File: config.mk
export PLATFORM = sky130hd
export DESIGN_NAME = standby_target_top
export DESIGN_NICKNAME = d
export VERILOG_FILES = /design/src/logic/standby_pkg.sv /design/src/logic/bus_events_if.sv /design/src/logic/bus_monitor.sv /design/src/logic/bus_state.sv /design/src/logic/bus_timer.sv /design/src/logic/rx_flow.sv /design/src/logic/standby_target_top.sv /design/src/logic/target_fsm.sv
export SDC_FILE = /design/constraint.sdc
export NUM_CORES = 1
export LEC_CHECK = 0
export BUFFER_PORTS_ARGS = -buffer_cell sky130_fd_sc_hd__buf_2
export CORE_MARGIN = 2
export CORE_UTILIZATION = 50
export CTS_CLUSTER_SIZE = 24
export DETAILED_ROUTE_END_ITERATION = 8
export GPL_TIMING_DRIVEN = 0
export HOLD_SLACK_MARGIN = 0.1
export PLACE_DENSITY = 0.77
export SYNTH_ARGS = -nofsm -noshare
export SYNTH_HDL_FRONTEND = slang
export SYNTH_SLANG_ARGS = --single-unit
File: constraint.sdc
create_clock -name clk_i -period 2.9 [get_ports clk_i]
set_clock_uncertainty 0.15 [all_clocks]
set_input_delay 0.29 -clock clk_i [delete_from_list [all_inputs] [get_ports clk_i]]
set_output_delay 0.29 -clock clk_i [all_outputs]
set_load 0.1 [all_outputs]
File: src/logic/standby_pkg.sv
// Bus constants, timer bank indices and the received-word union
`default_nettype none

package standby_pkg;

  // I3C broadcast address, ACKed for writes
  localparam logic [6:0] BROADCAST_ADDR = 7'h7E;

  // Bus-condition timer bank
  localparam int unsigned NUM_BUS_TIMERS = 3;

  localparam int unsigned TIMER_FREE  = 0;
  localparam int unsigned TIMER_IDLE  = 1;
  localparam int unsigned TIMER_AVAIL = 2;

  // One word off the bus, MSB first
  // Address phase reads the addr_view, data phase reads the raw byte
  typedef union packed {
    logic [7:0] data;
    struct packed {
      logic [6:0] addr;
      logic       rnw;
    } addr_view;
  } addr_byte_u;

endpackage

`default_nettype wire

File: src/logic/bus_events_if.sv
// Synchronized SCL/SDA levels and bus edge events, monitor to target FSM
`timescale 1ns/1ps
`default_nettype none

interface bus_events_if;

  // Levels aligned with the event pulses
  logic scl;
  logic sda;

  // One-cycle pulses
  logic scl_rise;
  logic scl_fall;
  logic start;
  logic stop;

  modport monitor (output scl, sda, scl_rise, scl_fall, start, stop);

  modport target (input scl, sda, scl_rise, scl_fall, start, stop);

endinterface

`default_nettype wire

File: src/logic/bus_monitor.sv
// Bus monitor with SCL/SDA synchronizers, SCL edges and START/STOP detection
`timescale 1ns/1ps
`default_nettype none

module bus_monitor (
  input  logic          clk_i,
  input  logic          reset_i,
  input  logic          enable_i,
  input  logic          scl_i,
  input  logic          sda_i,
  bus_events_if.monitor ev
);

  logic [1:0] scl_sync_q;
  logic [1:0] sda_sync_q;
  logic       scl_s;
  logic       sda_s;

  assign scl_s = scl_sync_q[1];
  assign sda_s = sda_sync_q[1];

  // Two-flop synchronizers, then the previous-value register
  // An idle bus has both lines released
  always_ff @(posedge clk_i) begin
    if (reset_i) begin
      scl_sync_q <= 2'b11;
      sda_sync_q <= 2'b11;
      ev.scl     <= 1'b1;
      ev.sda     <= 1'b1;
    end else begin
      scl_sync_q <= {scl_sync_q[0], scl_i};
      sda_sync_q <= {sda_sync_q[0], sda_i};
      ev.scl     <= scl_s;
      ev.sda     <= sda_s;
    end
  end

  // Edge register, events compare new sample against previous
  always_ff @(posedge clk_i) begin
    if (reset_i) begin
      ev.scl_rise <= 1'b0;
      ev.scl_fall <= 1'b0;
      ev.start    <= 1'b0;
      ev.stop     <= 1'b0;
    end else if (!enable_i) begin
      ev.scl_rise <= 1'b0;
      ev.scl_fall <= 1'b0;
      ev.start    <= 1'b0;
      ev.stop     <= 1'b0;
    end else begin
      ev.scl_rise <= scl_s & ~ev.scl;
      ev.scl_fall <= ~scl_s & ev.scl;
      // SDA edges while SCL stays high
      ev.start    <= scl_s & ev.scl & ev.sda & ~sda_s;
      ev.stop     <= scl_s & ev.scl & ~ev.sda & sda_s;
    end
  end

endmodule

`default_nettype wire

File: src/logic/bus_state.sv
// Bus status tracker with busy flag and free, idle and available levels
`timescale 1ns/1ps
`default_nettype none

module bus_state (
  input  logic                                   clk_i,
  input  logic                                   reset_i,
  input  logic                                   start_i,
  input  logic [standby_pkg::NUM_BUS_TIMERS-1:0] expired_i,
  output logic                                   bus_busy_o,
  output logic                                   bus_free_o,
  output logic                                   bus_idle_o,
  output logic                                   bus_available_o
);

  logic free_hit;
  logic idle_hit;
  logic avail_hit;

  // START drops every level in the cycle it arrives
  assign free_hit  = expired_i[standby_pkg::TIMER_FREE] & ~start_i;
  assign idle_hit  = expired_i[standby_pkg::TIMER_IDLE] & ~start_i;

  // Available implies free
  assign avail_hit = expired_i[standby_pkg::TIMER_AVAIL] & free_hit;

  always_ff @(posedge clk_i) begin
    if (reset_i) begin
      bus_busy_o      <= 1'b0;
      bus_free_o      <= 1'b0;
      bus_idle_o      <= 1'b0;
      bus_available_o <= 1'b0;
    end else begin
      if (start_i) begin
        bus_busy_o <= 1'b1;
      end else if (free_hit) begin
        bus_busy_o <= 1'b0;
      end
      bus_free_o      <= free_hit;
      bus_idle_o      <= idle_hit;
      bus_available_o <= avail_hit;
    end
  end

endmodule

`default_nettype wire

File: src/logic/bus_timer.sv
// Restartable saturating bus-condition counter with threshold compare
`timescale 1ns/1ps
`default_nettype none

module bus_timer #(
  parameter int unsigned TimerWidth = 20
) (
  input  logic                  clk_i,
  input  logic                  reset_i,
  input  logic                  restart_i,
  input  logic                  clear_i,
  input  logic [TimerWidth-1:0] threshold_i,
  output logic                  expired_o
);

  // Restart cycle and the status register behind us both count
  localparam logic [TimerWidth:0] Lead = 2;

  logic                  running_q;
  logic [TimerWidth-1:0] count_q;

  always_ff @(posedge clk_i) begin
    if (reset_i) begin
      running_q <= 1'b0;
      count_q   <= '0;
    end else if (clear_i) begin
      running_q <= 1'b0;
    end else if (restart_i) begin
      running_q <= 1'b1;
      count_q   <= '0;
    end else if (running_q && (count_q != '1)) begin
      count_q <= count_q + 1'b1;
    end
  end

  // Count never decreases while running, so the level holds
  assign expired_o = running_q && (({1'b0, count_q} + Lead) >= {1'b0, threshold_i});

endmodule

`default_nettype wire

File: src/logic/rx_flow.sv
// RX flow with one-byte holding buffer, queue write strobe and STOP flush
`timescale 1ns/1ps
`default_nettype none

module rx_flow (
  input  logic                    clk_i,
  input  logic                    reset_i,
  input  logic                    byte_valid_i,
  input  standby_pkg::addr_byte_u byte_i,
  input  logic                    stop_i,
  input  logic                    rx_queue_wready_i,
  output logic                    buffer_free_o,
  output logic                    rx_queue_wvalid_o,
  output logic [7:0]              rx_queue_wdata_o,
  output logic                    rx_queue_wflush_o
);

  logic       buf_valid_q;
  logic [7:0] buf_data_q;
  logic       wrote_q;
  logic       flush_q;

  always_ff @(posedge clk_i) begin
    if (reset_i) begin
      buf_valid_q <= 1'b0;
      wrote_q     <= 1'b0;
      flush_q     <= 1'b0;
    end else begin
      // A byte only arrives into an empty buffer
      if (byte_valid_i) begin
        buf_valid_q <= 1'b1;
      end else if (rx_queue_wready_i) begin
        buf_valid_q <= 1'b0;
      end
      // Transfer bookkeeping for the flush
      if (stop_i) begin
        wrote_q <= 1'b0;
      end else if (byte_valid_i) begin
        wrote_q <= 1'b1;
      end
      flush_q <= stop_i && (wrote_q || byte_valid_i);
    end
  end

  always_ff @(posedge clk_i) begin
    if (byte_valid_i) begin
      buf_data_q <= byte_i.data;
    end
  end

  assign buffer_free_o     = ~buf_valid_q;
  assign rx_queue_wvalid_o = buf_valid_q;
  assign rx_queue_wdata_o  = buf_data_q;
  assign rx_queue_wflush_o = flush_q;

endmodule

`default_nettype wire

File: src/logic/standby_target_top.sv
// Standby target top with bus monitor, timer bank, bus tracker, FSM and RX flow
`timescale 1ns/1ps
`default_nettype none

module standby_target_top #(
  parameter int unsigned TimerWidth = 20
) (
  input  logic                  clk_i,
  input  logic                  reset_i,
  input  logic                  enable_i,
  input  logic                  ctrl_scl_i,
  input  logic                  ctrl_sda_i,
  input  logic [6:0]            static_addr_i,
  input  logic [6:0]            dynamic_addr_i,
  input  logic                  dynamic_addr_valid_i,
  input  logic [TimerWidth-1:0] t_bus_free_i,
  input  logic [TimerWidth-1:0] t_bus_idle_i,
  input  logic [TimerWidth-1:0] t_bus_available_i,
  input  logic                  rx_queue_wready_i,
  output logic                  ctrl_scl_o,
  output logic                  ctrl_sda_o,
  output logic                  rx_queue_wvalid_o,
  output logic [7:0]            rx_queue_wdata_o,
  output logic                  rx_queue_wflush_o,
  output logic                  bus_start_o,
  output logic                  bus_stop_o,
  output logic [7:0]            bus_addr_o,
  output logic                  bus_addr_valid_o,
  output logic                  bus_busy_o,
  output logic                  bus_free_o,
  output logic                  bus_idle_o,
  output logic                  bus_available_o
);

  bus_events_if ev ();

  logic [TimerWidth-1:0]                  threshold [standby_pkg::NUM_BUS_TIMERS];
  logic [standby_pkg::NUM_BUS_TIMERS-1:0] expired;
  logic                                   byte_valid;
  standby_pkg::addr_byte_u                rx_byte;
  logic                                   buffer_free;

  assign threshold[standby_pkg::TIMER_FREE]  = t_bus_free_i;
  assign threshold[standby_pkg::TIMER_IDLE]  = t_bus_idle_i;
  assign threshold[standby_pkg::TIMER_AVAIL] = t_bus_available_i;

  bus_monitor xbus_monitor (
    .clk_i   (clk_i),
    .reset_i (reset_i),
    .enable_i(enable_i),
    .scl_i   (ctrl_scl_i),
    .sda_i   (ctrl_sda_i),
    .ev      (ev)
  );

  // STOP starts every timer, START stops them
  for (genvar i = 0; i < standby_pkg::NUM_BUS_TIMERS; i++) begin : g_timer
    bus_timer #(
      .TimerWidth(TimerWidth)
    ) xbus_timer (
      .clk_i      (clk_i),
      .reset_i    (reset_i),
      .restart_i  (ev.stop),
      .clear_i    (ev.start),
      .threshold_i(threshold[i]),
      .expired_o  (expired[i])
    );
  end

  bus_state xbus_state (
    .clk_i          (clk_i),
    .reset_i        (reset_i),
    .start_i        (ev.start),
    .expired_i      (expired),
    .bus_busy_o     (bus_busy_o),
    .bus_free_o     (bus_free_o),
    .bus_idle_o     (bus_idle_o),
    .bus_available_o(bus_available_o)
  );

  target_fsm xtarget_fsm (
    .clk_i               (clk_i),
    .reset_i             (reset_i),
    .enable_i            (enable_i),
    .static_addr_i       (static_addr_i),
    .dynamic_addr_i      (dynamic_addr_i),
    .dynamic_addr_valid_i(dynamic_addr_valid_i),
    .ev                  (ev),
    .sda_o               (ctrl_sda_o),
    .byte_valid_o        (byte_valid),
    .byte_o              (rx_byte),
    .buffer_free_i       (buffer_free),
    .bus_addr_o          (bus_addr_o),
    .bus_addr_valid_o    (bus_addr_valid_o)
  );

  rx_flow xrx_flow (
    .clk_i            (clk_i),
    .reset_i          (reset_i),
    .byte_valid_i     (byte_valid),
    .byte_i           (rx_byte),
    .stop_i           (ev.stop),
    .rx_queue_wready_i(rx_queue_wready_i),
    .buffer_free_o    (buffer_free),
    .rx_queue_wvalid_o(rx_queue_wvalid_o),
    .rx_queue_wdata_o (rx_queue_wdata_o),
    .rx_queue_wflush_o(rx_queue_wflush_o)
  );

  // No clock stretching
  assign ctrl_scl_o  = 1'b1;

  assign bus_start_o = ev.start;
  assign bus_stop_o  = ev.stop;

endmodule

`default_nettype wire

File: src/logic/target_fsm.sv
// Target FSM with bit shifter, address match, ACK/NACK drive and data bytes
`timescale 1ns/1ps
`default_nettype none

module target_fsm (
  input  logic                    clk_i,
  input  logic                    reset_i,
  input  logic                    enable_i,
  input  logic [6:0]              static_addr_i,
  input  logic [6:0]              dynamic_addr_i,
  input  logic                    dynamic_addr_valid_i,
  bus_events_if.target            ev,
  output logic                    sda_o,
  output logic                    byte_valid_o,
  output standby_pkg::addr_byte_u byte_o,
  input  logic                    buffer_free_i,
  output logic [7:0]              bus_addr_o,
  output logic                    bus_addr_valid_o
);

  localparam logic [2:0] StIdle    = 3'd0;
  localparam logic [2:0] StAddr    = 3'd1;
  localparam logic [2:0] StAddrAck = 3'd2;
  localparam logic [2:0] StData    = 3'd3;
  localparam logic [2:0] StDataAck = 3'd4;
  localparam logic [2:0] StIgnore  = 3'd5;

  logic [2:0]              state_q;
  logic [2:0]              bit_cnt_q;
  standby_pkg::addr_byte_u shift_q;
  standby_pkg::addr_byte_u next_word;
  logic                    last_bit;
  logic                    addr_ack;
  logic                    ack_q;
  logic                    slot_q;
  logic                    forward_q;
  logic                    sda_q;
  logic                    addr_valid_q;
  logic [7:0]              addr_q;

  // Word as it stands once this SCL rise is sampled
  assign next_word = {shift_q.data[6:0], ev.sda};
  assign last_bit  = ev.scl_rise && (bit_cnt_q == 3'd7);

  // Writes only, reads are not served
  assign addr_ack = !next_word.addr_view.rnw &&
                    ((next_word.addr_view.addr == static_addr_i) ||
                     (dynamic_addr_valid_i && (next_word.addr_view.addr == dynamic_addr_i)) ||
                     (next_word.addr_view.addr == standby_pkg::BROADCAST_ADDR));

  always_ff @(posedge clk_i) begin
    if (reset_i) begin
      state_q      <= StIdle;
      bit_cnt_q    <= 3'd0;
      ack_q        <= 1'b0;
      slot_q       <= 1'b0;
      forward_q    <= 1'b0;
      sda_q        <= 1'b1;
      addr_valid_q <= 1'b0;
    end else begin
      addr_valid_q <= 1'b0;
      if (!enable_i || ev.stop) begin
        state_q <= StIdle;
        slot_q  <= 1'b0;
        sda_q   <= 1'b1;
      end else if (ev.start) begin
        // Repeated START lands here too
        state_q   <= StAddr;
        bit_cnt_q <= 3'd0;
        slot_q    <= 1'b0;
        sda_q     <= 1'b1;
      end else begin
        case (state_q)
          StAddr: begin
            if (ev.scl_rise) begin
              bit_cnt_q <= bit_cnt_q + 3'd1;
              if (last_bit) begin
                addr_valid_q <= 1'b1;
                ack_q        <= addr_ack;
                forward_q    <= next_word.addr_view.addr != standby_pkg::BROADCAST_ADDR;
                state_q      <= StAddrAck;
              end
            end
          end
          StData: begin
            if (ev.scl_rise) begin
              bit_cnt_q <= bit_cnt_q + 3'd1;
              if (last_bit) begin
                // Full buffer means the byte is dropped
                ack_q   <= buffer_free_i || !forward_q;
                state_q <= StDataAck;
              end
            end
          end
          StAddrAck, StDataAck: begin
            // First fall opens the ACK slot, second closes it
            if (ev.scl_fall) begin
              if (!slot_q) begin
                slot_q <= 1'b1;
                sda_q  <= ~ack_q;
              end else begin
                slot_q  <= 1'b0;
                sda_q   <= 1'b1;
                state_q <= ack_q ? StData : StIgnore;
              end
            end
          end
          default: begin
          end
        endcase
      end
    end
  end

  // Shifter and captured address
  always_ff @(posedge clk_i) begin
    if (ev.scl_rise && ((state_q == StAddr) || (state_q == StData))) begin
      shift_q <= next_word;
    end
    if ((state_q == StAddr) && last_bit) begin
      addr_q <= next_word.data;
    end
  end

  assign byte_valid_o     = (state_q == StData) && last_bit && forward_q && buffer_free_i;
  assign byte_o           = next_word;
  assign sda_o            = sda_q;
  assign bus_addr_o       = addr_q;
  assign bus_addr_valid_o = addr_valid_q;

endmodule

`default_nettype wire
# [Word-level counts from Yosys, hierarchy flattened]
# Index checks and enable logic that the tools add are counted.
[totals] regBits=112 input_bits=81 output_inout_bits=27 wordCells=166
[op_classes] add_sub_neg=7 n_lt_le_gt_ge=3 eq_ne=24 mux=30 bitwise=21 n_reduce_logical=51
[ops] op="$mux 20" n=6
[ops] op="$add 20x2->21 const B" n=3
[ops] op="$ge 21x20->1" n=3
[ops] op="$add 20x1->20 const B" n=3
[ops] op="$ne 20x20->1 const B" n=3
[ops] op="$mux 3" n=10
[ops] op="$reduce_and 7->1" n=3
[ops] op="$reduce_bool 2->1" n=8
[ops] op="$logic_and 1x1->1" n=15
[ops] op="$eq 7x7->1" n=2
[ops] op="$mux 1" n=12
[ops] op="$reduce_or 2->1" n=6
[ops] op="$not 1->1" n=11
[ops] op="$and 1x1->1" n=10
[ops] op="$ne 3x2->1 const B" n=3
[ops] op="$ne 3x3->1 const B" n=3
[ops] op="$pmux 3 s3" n=1
[ops] op="$reduce_and 2->1" n=4
[ops] op="$eq 7x7->1 const B" n=1
[ops] op="$ne 7x7->1 const B" n=1
[ops] op="$eq 3x2->1 const B" n=2
[ops] op="$eq 3x3->1 const B" n=2
[ops] op="$logic_or 1x1->1" n=6
[ops] op="$ne 2x1->1 const B" n=3
[ops] op="other kinds (11)" n=15

# [Depth between registers and ports, before layout]
[depth] ltp_word=8 depth_mapped=14 depth_no_buf=13

# [Hierarchy]
# A second synthesis with hierarchy kept.
[unflattened] hier_cells=860 area_unflattened_um2=7505.9
[modules_own_cells] module="bus_timer" instances=3 cells_per_inst=233 area_each_um2=1825.5
[modules_own_cells] module="target_fsm" instances=1 cells_per_inst=109 area_each_um2=1227.4
[modules_own_cells] module="rx_flow" instances=1 cells_per_inst=19 area_each_um2=357.8
[modules_own_cells] module="bus_monitor" instances=1 cells_per_inst=21 area_each_um2=311.5
[modules_own_cells] module="bus_state" instances=1 cells_per_inst=10 area_each_um2=121.4
[modules_own_cells] module="standby_target_top" instances=1 cells_per_inst=2 area_each_um2=11.3

# [Least setup slack after synthesis]
# OpenSTA, ideal clock, no wires.
[synth_timing] kind="register to register" startpoint="reg g_timer[0].xbus_timer.count_q[2]" endpoint="reg xbus_state.bus_busy_o" setup_time_ns=0.091 arrival_ns=2.683 setup_slack_ns=-0.024 path_stages_with_launch=13 n_path_buf=1 synth_period_minus_slack_ns=2.924 cell_sequence="dfxtp_1 > ha_1 > and3_1 > clkbuf_1 > nand4_1 > nor2_1 > xor2_1 > ha_1 > a21oi_1 > nand2_1 > a2111o_1 > a21o_2 > a311oi_1"
[synth_via] elab_chain_len=5
[synth_lines] item="start, declared" line_no="bus_timer.sv:20" source="logic [TimerWidth-1:0] count_q;"
[synth_lines] item="start signal, assigned" line_no="bus_timer.sv:32" source="count_q <= count_q + 1'b1;"
[synth_lines] item="$add 20x2->21" line_no="bus_timer.sv:37" source="assign expired_o = running_q && (({1'b0, count_q} + Lead) >= {1'b0, threshold_i});"
[synth_lines] item="$ge 21x20->1" line_no="bus_timer.sv:37"
[synth_lines] item="$logic_and 1x1->1" line_no="bus_timer.sv:37"
[synth_lines] item="$and 1x1->1" line_no="bus_state.sv:21" source="assign free_hit = expired_i[standby_pkg::TIMER_FREE] & ~start_i;"
[synth_lines] item="$reduce_bool 2->1 (no line)"
[synth_lines] item="end signal, assigned" line_no="bus_state.sv:29" source="bus_busy_o <= 1'b0;"
[synth_lines] item="end signal, assigned" line_no="bus_state.sv:35" source="bus_busy_o <= 1'b1;"
[synth_lines] item="end signal, assigned" line_no="bus_state.sv:37" source="bus_busy_o <= 1'b0;"
[synth_lines] item="end, declared" line_no="bus_state.sv:10" source="output logic bus_busy_o,"
# Every way passes these cells.
# A chain may end at the register's enable or synchronous reset.

# [Worst setup path in the final report]
[layout_timing] startpoint="reg g_timer[0].xbus_timer.count_q[11]" endpoint="reg xbus_state.bus_available_o"
[layout_via] elab_chain_len=5
[layout_lines] item="$add 20x2->21" line_no="bus_timer.sv:37"
[layout_lines] item="$ge 21x20->1" line_no="bus_timer.sv:37"
[layout_lines] item="$logic_and 1x1->1" line_no="bus_timer.sv:37"
[layout_lines] item="$and 1x1->1" line_no="bus_state.sv:21"
[layout_lines] item="$and 1x1->1" line_no="bus_state.sv:25" source="assign avail_hit = expired_i[standby_pkg::TIMER_AVAIL] & free_hit;"
[layout_lines] item="end signal, assigned" line_no="bus_state.sv:41" source="bus_available_o <= avail_hit;"
[layout_lines] item="end, declared" line_no="bus_state.sv:13" source="output logic bus_available_o"
# Every way passes these cells.

==> flow_summary.yaml <==
worst_setup_path:
  path_class: "register to register"
  crit_start: "g_timer[0].xbus_timer.count_q[11]"
  critPathTopFamily: "simple AND/OR/NAND/NOR gates"
  worst_path_max_delay_cell: "or4_4"
  crit_path_end_kind: "register"
  rr_startpoint: "g_timer[0].xbus_timer.count_q[11]"
  cp_cell_sequence: "nand4_4 > or4_4 > xnor2_2 > ha_1 > nand4_1 > nor4_2 > a311oi_1 > o21ai_1 > a21o_2 > o2111a_1"
  cp_data_arrival_time_ns: 3.06
  cp.required_ns: 3.04
  critPathLaunchType: "register"
  path_buf_inv: 0
  cp_max_fo: 4
  cp_slowest_stage_delay_ns: 0.62
grt:
  grt_max_degree: 21
  grt_use_met1_pct: 28.2
  grtUsageMet2_pct: 37.1
  grt_overflow: 0
  grt_pass1_vias: 5705
  grt_util_met3_pct: 3.44
  antenna_found_initial: 0
  grt_pass1_wl_um: 26200
  track_usage_pct: 21.8
  grt_busiest_layer: "met2"
timing:
  tns_ns: -0.0202
  tightest_slew_ns: 0.920
  fin_crit_sh_pct: 101
  relSlewSlack_pct: 38.5
  drv_slew: 0
  hold_violations: 0
  setup_viol: 1
  fin_crit_ns: 2.92
  fin_ws_ns: -0.0202
  fmax_mhz: 342
  rsz0062_at_grt: "true"
synthesis:
  synth_top_area_share_pct: 25.3
  ys_top_cells_by_count: "109 x nor2_1, 89 x dfxtp_1, 73 x inv_1, 68 x ha_1, 65 x xor2_1"
  synth_edf_count: 23
  synthTopCellsByArea: "dfxtp_1 25%, ha_1 12%, edfxtp_1 9.8%"
  synth.distinct_cells: 61
  syn-num-nets: 965
  ys_seq_elements: 112
  synth_cells: 816
  yosysSeqAreaShare_pct: 35.0
  postSynth.asyncResetShare_pct: 0
  synth.most_common_cell: "nor2_1"
  synth_warnings: 0
  netlist_area_mm2: 0.00706
  synth_flop_cell: "dfxtp_1"
  synth.avg_cell_area_um2: 8.65
  synth_top_area_cell: "dfxtp_1"
detailed_routing:
  drt_wl_total_um: 16400
  ant_nets: 0
  firstDrtPassIters: 6
  wire_per_inst_um: 14.3
  vias: 6091
  drt_iter0_drc: 368
  drc: 0
  via_per_inst: 5.32
layout:
  nets: 1110
  syn_to_final_growth_pct: 21.9
  layout-drive-gt1-share_pct: 23.6
  fin_cells: 1146
  antenna_cells: 0
hold_path:
  hold_path_class: "primary input to register"
  hold_start: "enable_i"
run_status:
  violations: "setup timing"
  status: "finished with violations"
die:
  die-area_mm2: 0.0151
  placement_rows: 43
  core_mm2: 0.0138
  ios: 108
  start_util_pct: 51.0
  dieHeight_um: 123
  dieWidth_um: 123
power:
  irDropWorstVdd_uv: 293
  power_mw: 3.10
  powerDensity_mw_per_mm2: 360
  p_leak_nw: 3.95
cts:
  clk_path_buf_depth: 2
  cts-root-buf: "clkbuf_16"
  cts_made_buffers: 9
  cts.htree.levels: 3
  tritoncts: "built"
  clock-sinks: 112
  clkTransAtPathRegs_ns: 0.08
  clock_latency_ns: 0.36
placed_design:
  dp.cells: 1101
  hpwl_um: 11700
  io_buffers: 105
  gp_congestion: 0.882
flow_run:
  drv_cap: 0
final cells by class:
cell class,count,area [um^2]
inverters,73,274
plain buffers,24,135
clock buffers,9,225
flip-flops and latches,112,2510
well taps,180,225
fillers,1223,5220
clock inverters,7,85.1
repair buffers,136,773
multi-input cells,605,4380
routing by layer:
metal | up-vias | wire length, um
li1 | 3089 | -
met1 | 2835 | 7240
met2 | 140 | 8100
met3 | 27 | 687
met4 | 0 | 337
met5 | - | 0
cells in the final DEF, fill, tap and decap left out, types with 7 or more instances in the layout:
master     netlist  routed
a21o_1          14      14
a21oi_1         37      35
buf_2           10     113
buf_4            3      29
clkbuf_1         9       8
clkbuf_16        0       9
dfxtp_1         89      74
dfxtp_2          0       9
edfxtp_1        23      23
ha_1            68      65
inv_1           73      73
nand2_1         46      45
nand3_1         39      36
nand4_1         32      32
nor2_1         109     101
nor2b_1          9       9
nor3_1          20      19
nor3b_1          8       8
o21ai_0         11      10
or2_2            9       7
xnor2_1         53      50
xor2_1          65      65
registers in the layout, summed over array words and instances, names as in the netlist, 2 cells and up:
signal and flops:
xrx_flow.rx_queue_wdata_o 8, xtarget_fsm.state_q 3, xtarget_fsm.shift_q 7, xbus_monitor.sda_sync_q 2
xtarget_fsm.bit_cnt_q 3, xbus_monitor.scl_sync_q 2, g_timer.xbus_timer.count_q 60, xtarget_fsm.bus_addr_o 8
power by group:
| part | switching (mW) | internal [mW] | total [mW] | leakage, nW |
|---|---|---|---|---|
| sequential | 0.00478 | 1.58 | 1.58 | 0.933 |
| combinational | 0.105 | 0.0866 | 0.192 | 2.86 |
| clock | 0.628 | 0.692 | 1.32 | 0.153 |
| total | 0.738 | 2.36 | 3.10 | 3.95 |
worst paths after layout:
kind / end / cells past startpoint / slack [ns]
worst max-delay path: xbus_state.bus_available_o / 10 / -0.02
worst min register to register: xbus_monitor.sda_sync_q[1] / 1 / 0.26
worst max register to register: xbus_state.bus_available_o / 10 / -0.02
worst min-delay path: xtarget_fsm.slot_q / 3 / 0.18
worst min-delay path: stages:
cell and delay (ns):
buf_2 0.12, nand3_1 0.16, nor2_1 0.06
metrics by stage:
stage	utilization, %	cell area [um^2]	hold slack, ns	setup WS [ns]
4_1_cts	60.7	8390	0.173	-0.0419
6_report	62.2	8600	0.175	-0.0202
3_3_place_gp	56.5	7810	0.243	-0.599
3_5_place_dp	56.5	7810	0.245	-0.605
2_1_floorplan	-	7060	0.239	0.0437
5_1_grt	62.2	8600	0.190	-0.130
kinds of logic (layout without fill, tap and decap cells):
family	after synthesis	after routing	share of synthesized area (%)
simple gates	322	322	23.2
compound gates	96	96	9.26
xor+xnor	118	118	14.6
fa+ha+maj	68	68	12.1
buf+inv	99	249	5.75
other cells	1	1	0.0531
flops	112	112	35.0
repair_timing:
item | CTS | global route
pin swaps | 19 | 10
hold endpoints to repair | 3 | 0
buffers inserted | 13 | 15
hold buffers | 3 | 0
endpoints found under the setup margin | 4 | 4
gates cloned | 0 | 0
resized for setup | 39 | 36
(Power assumes the default switching activity.)
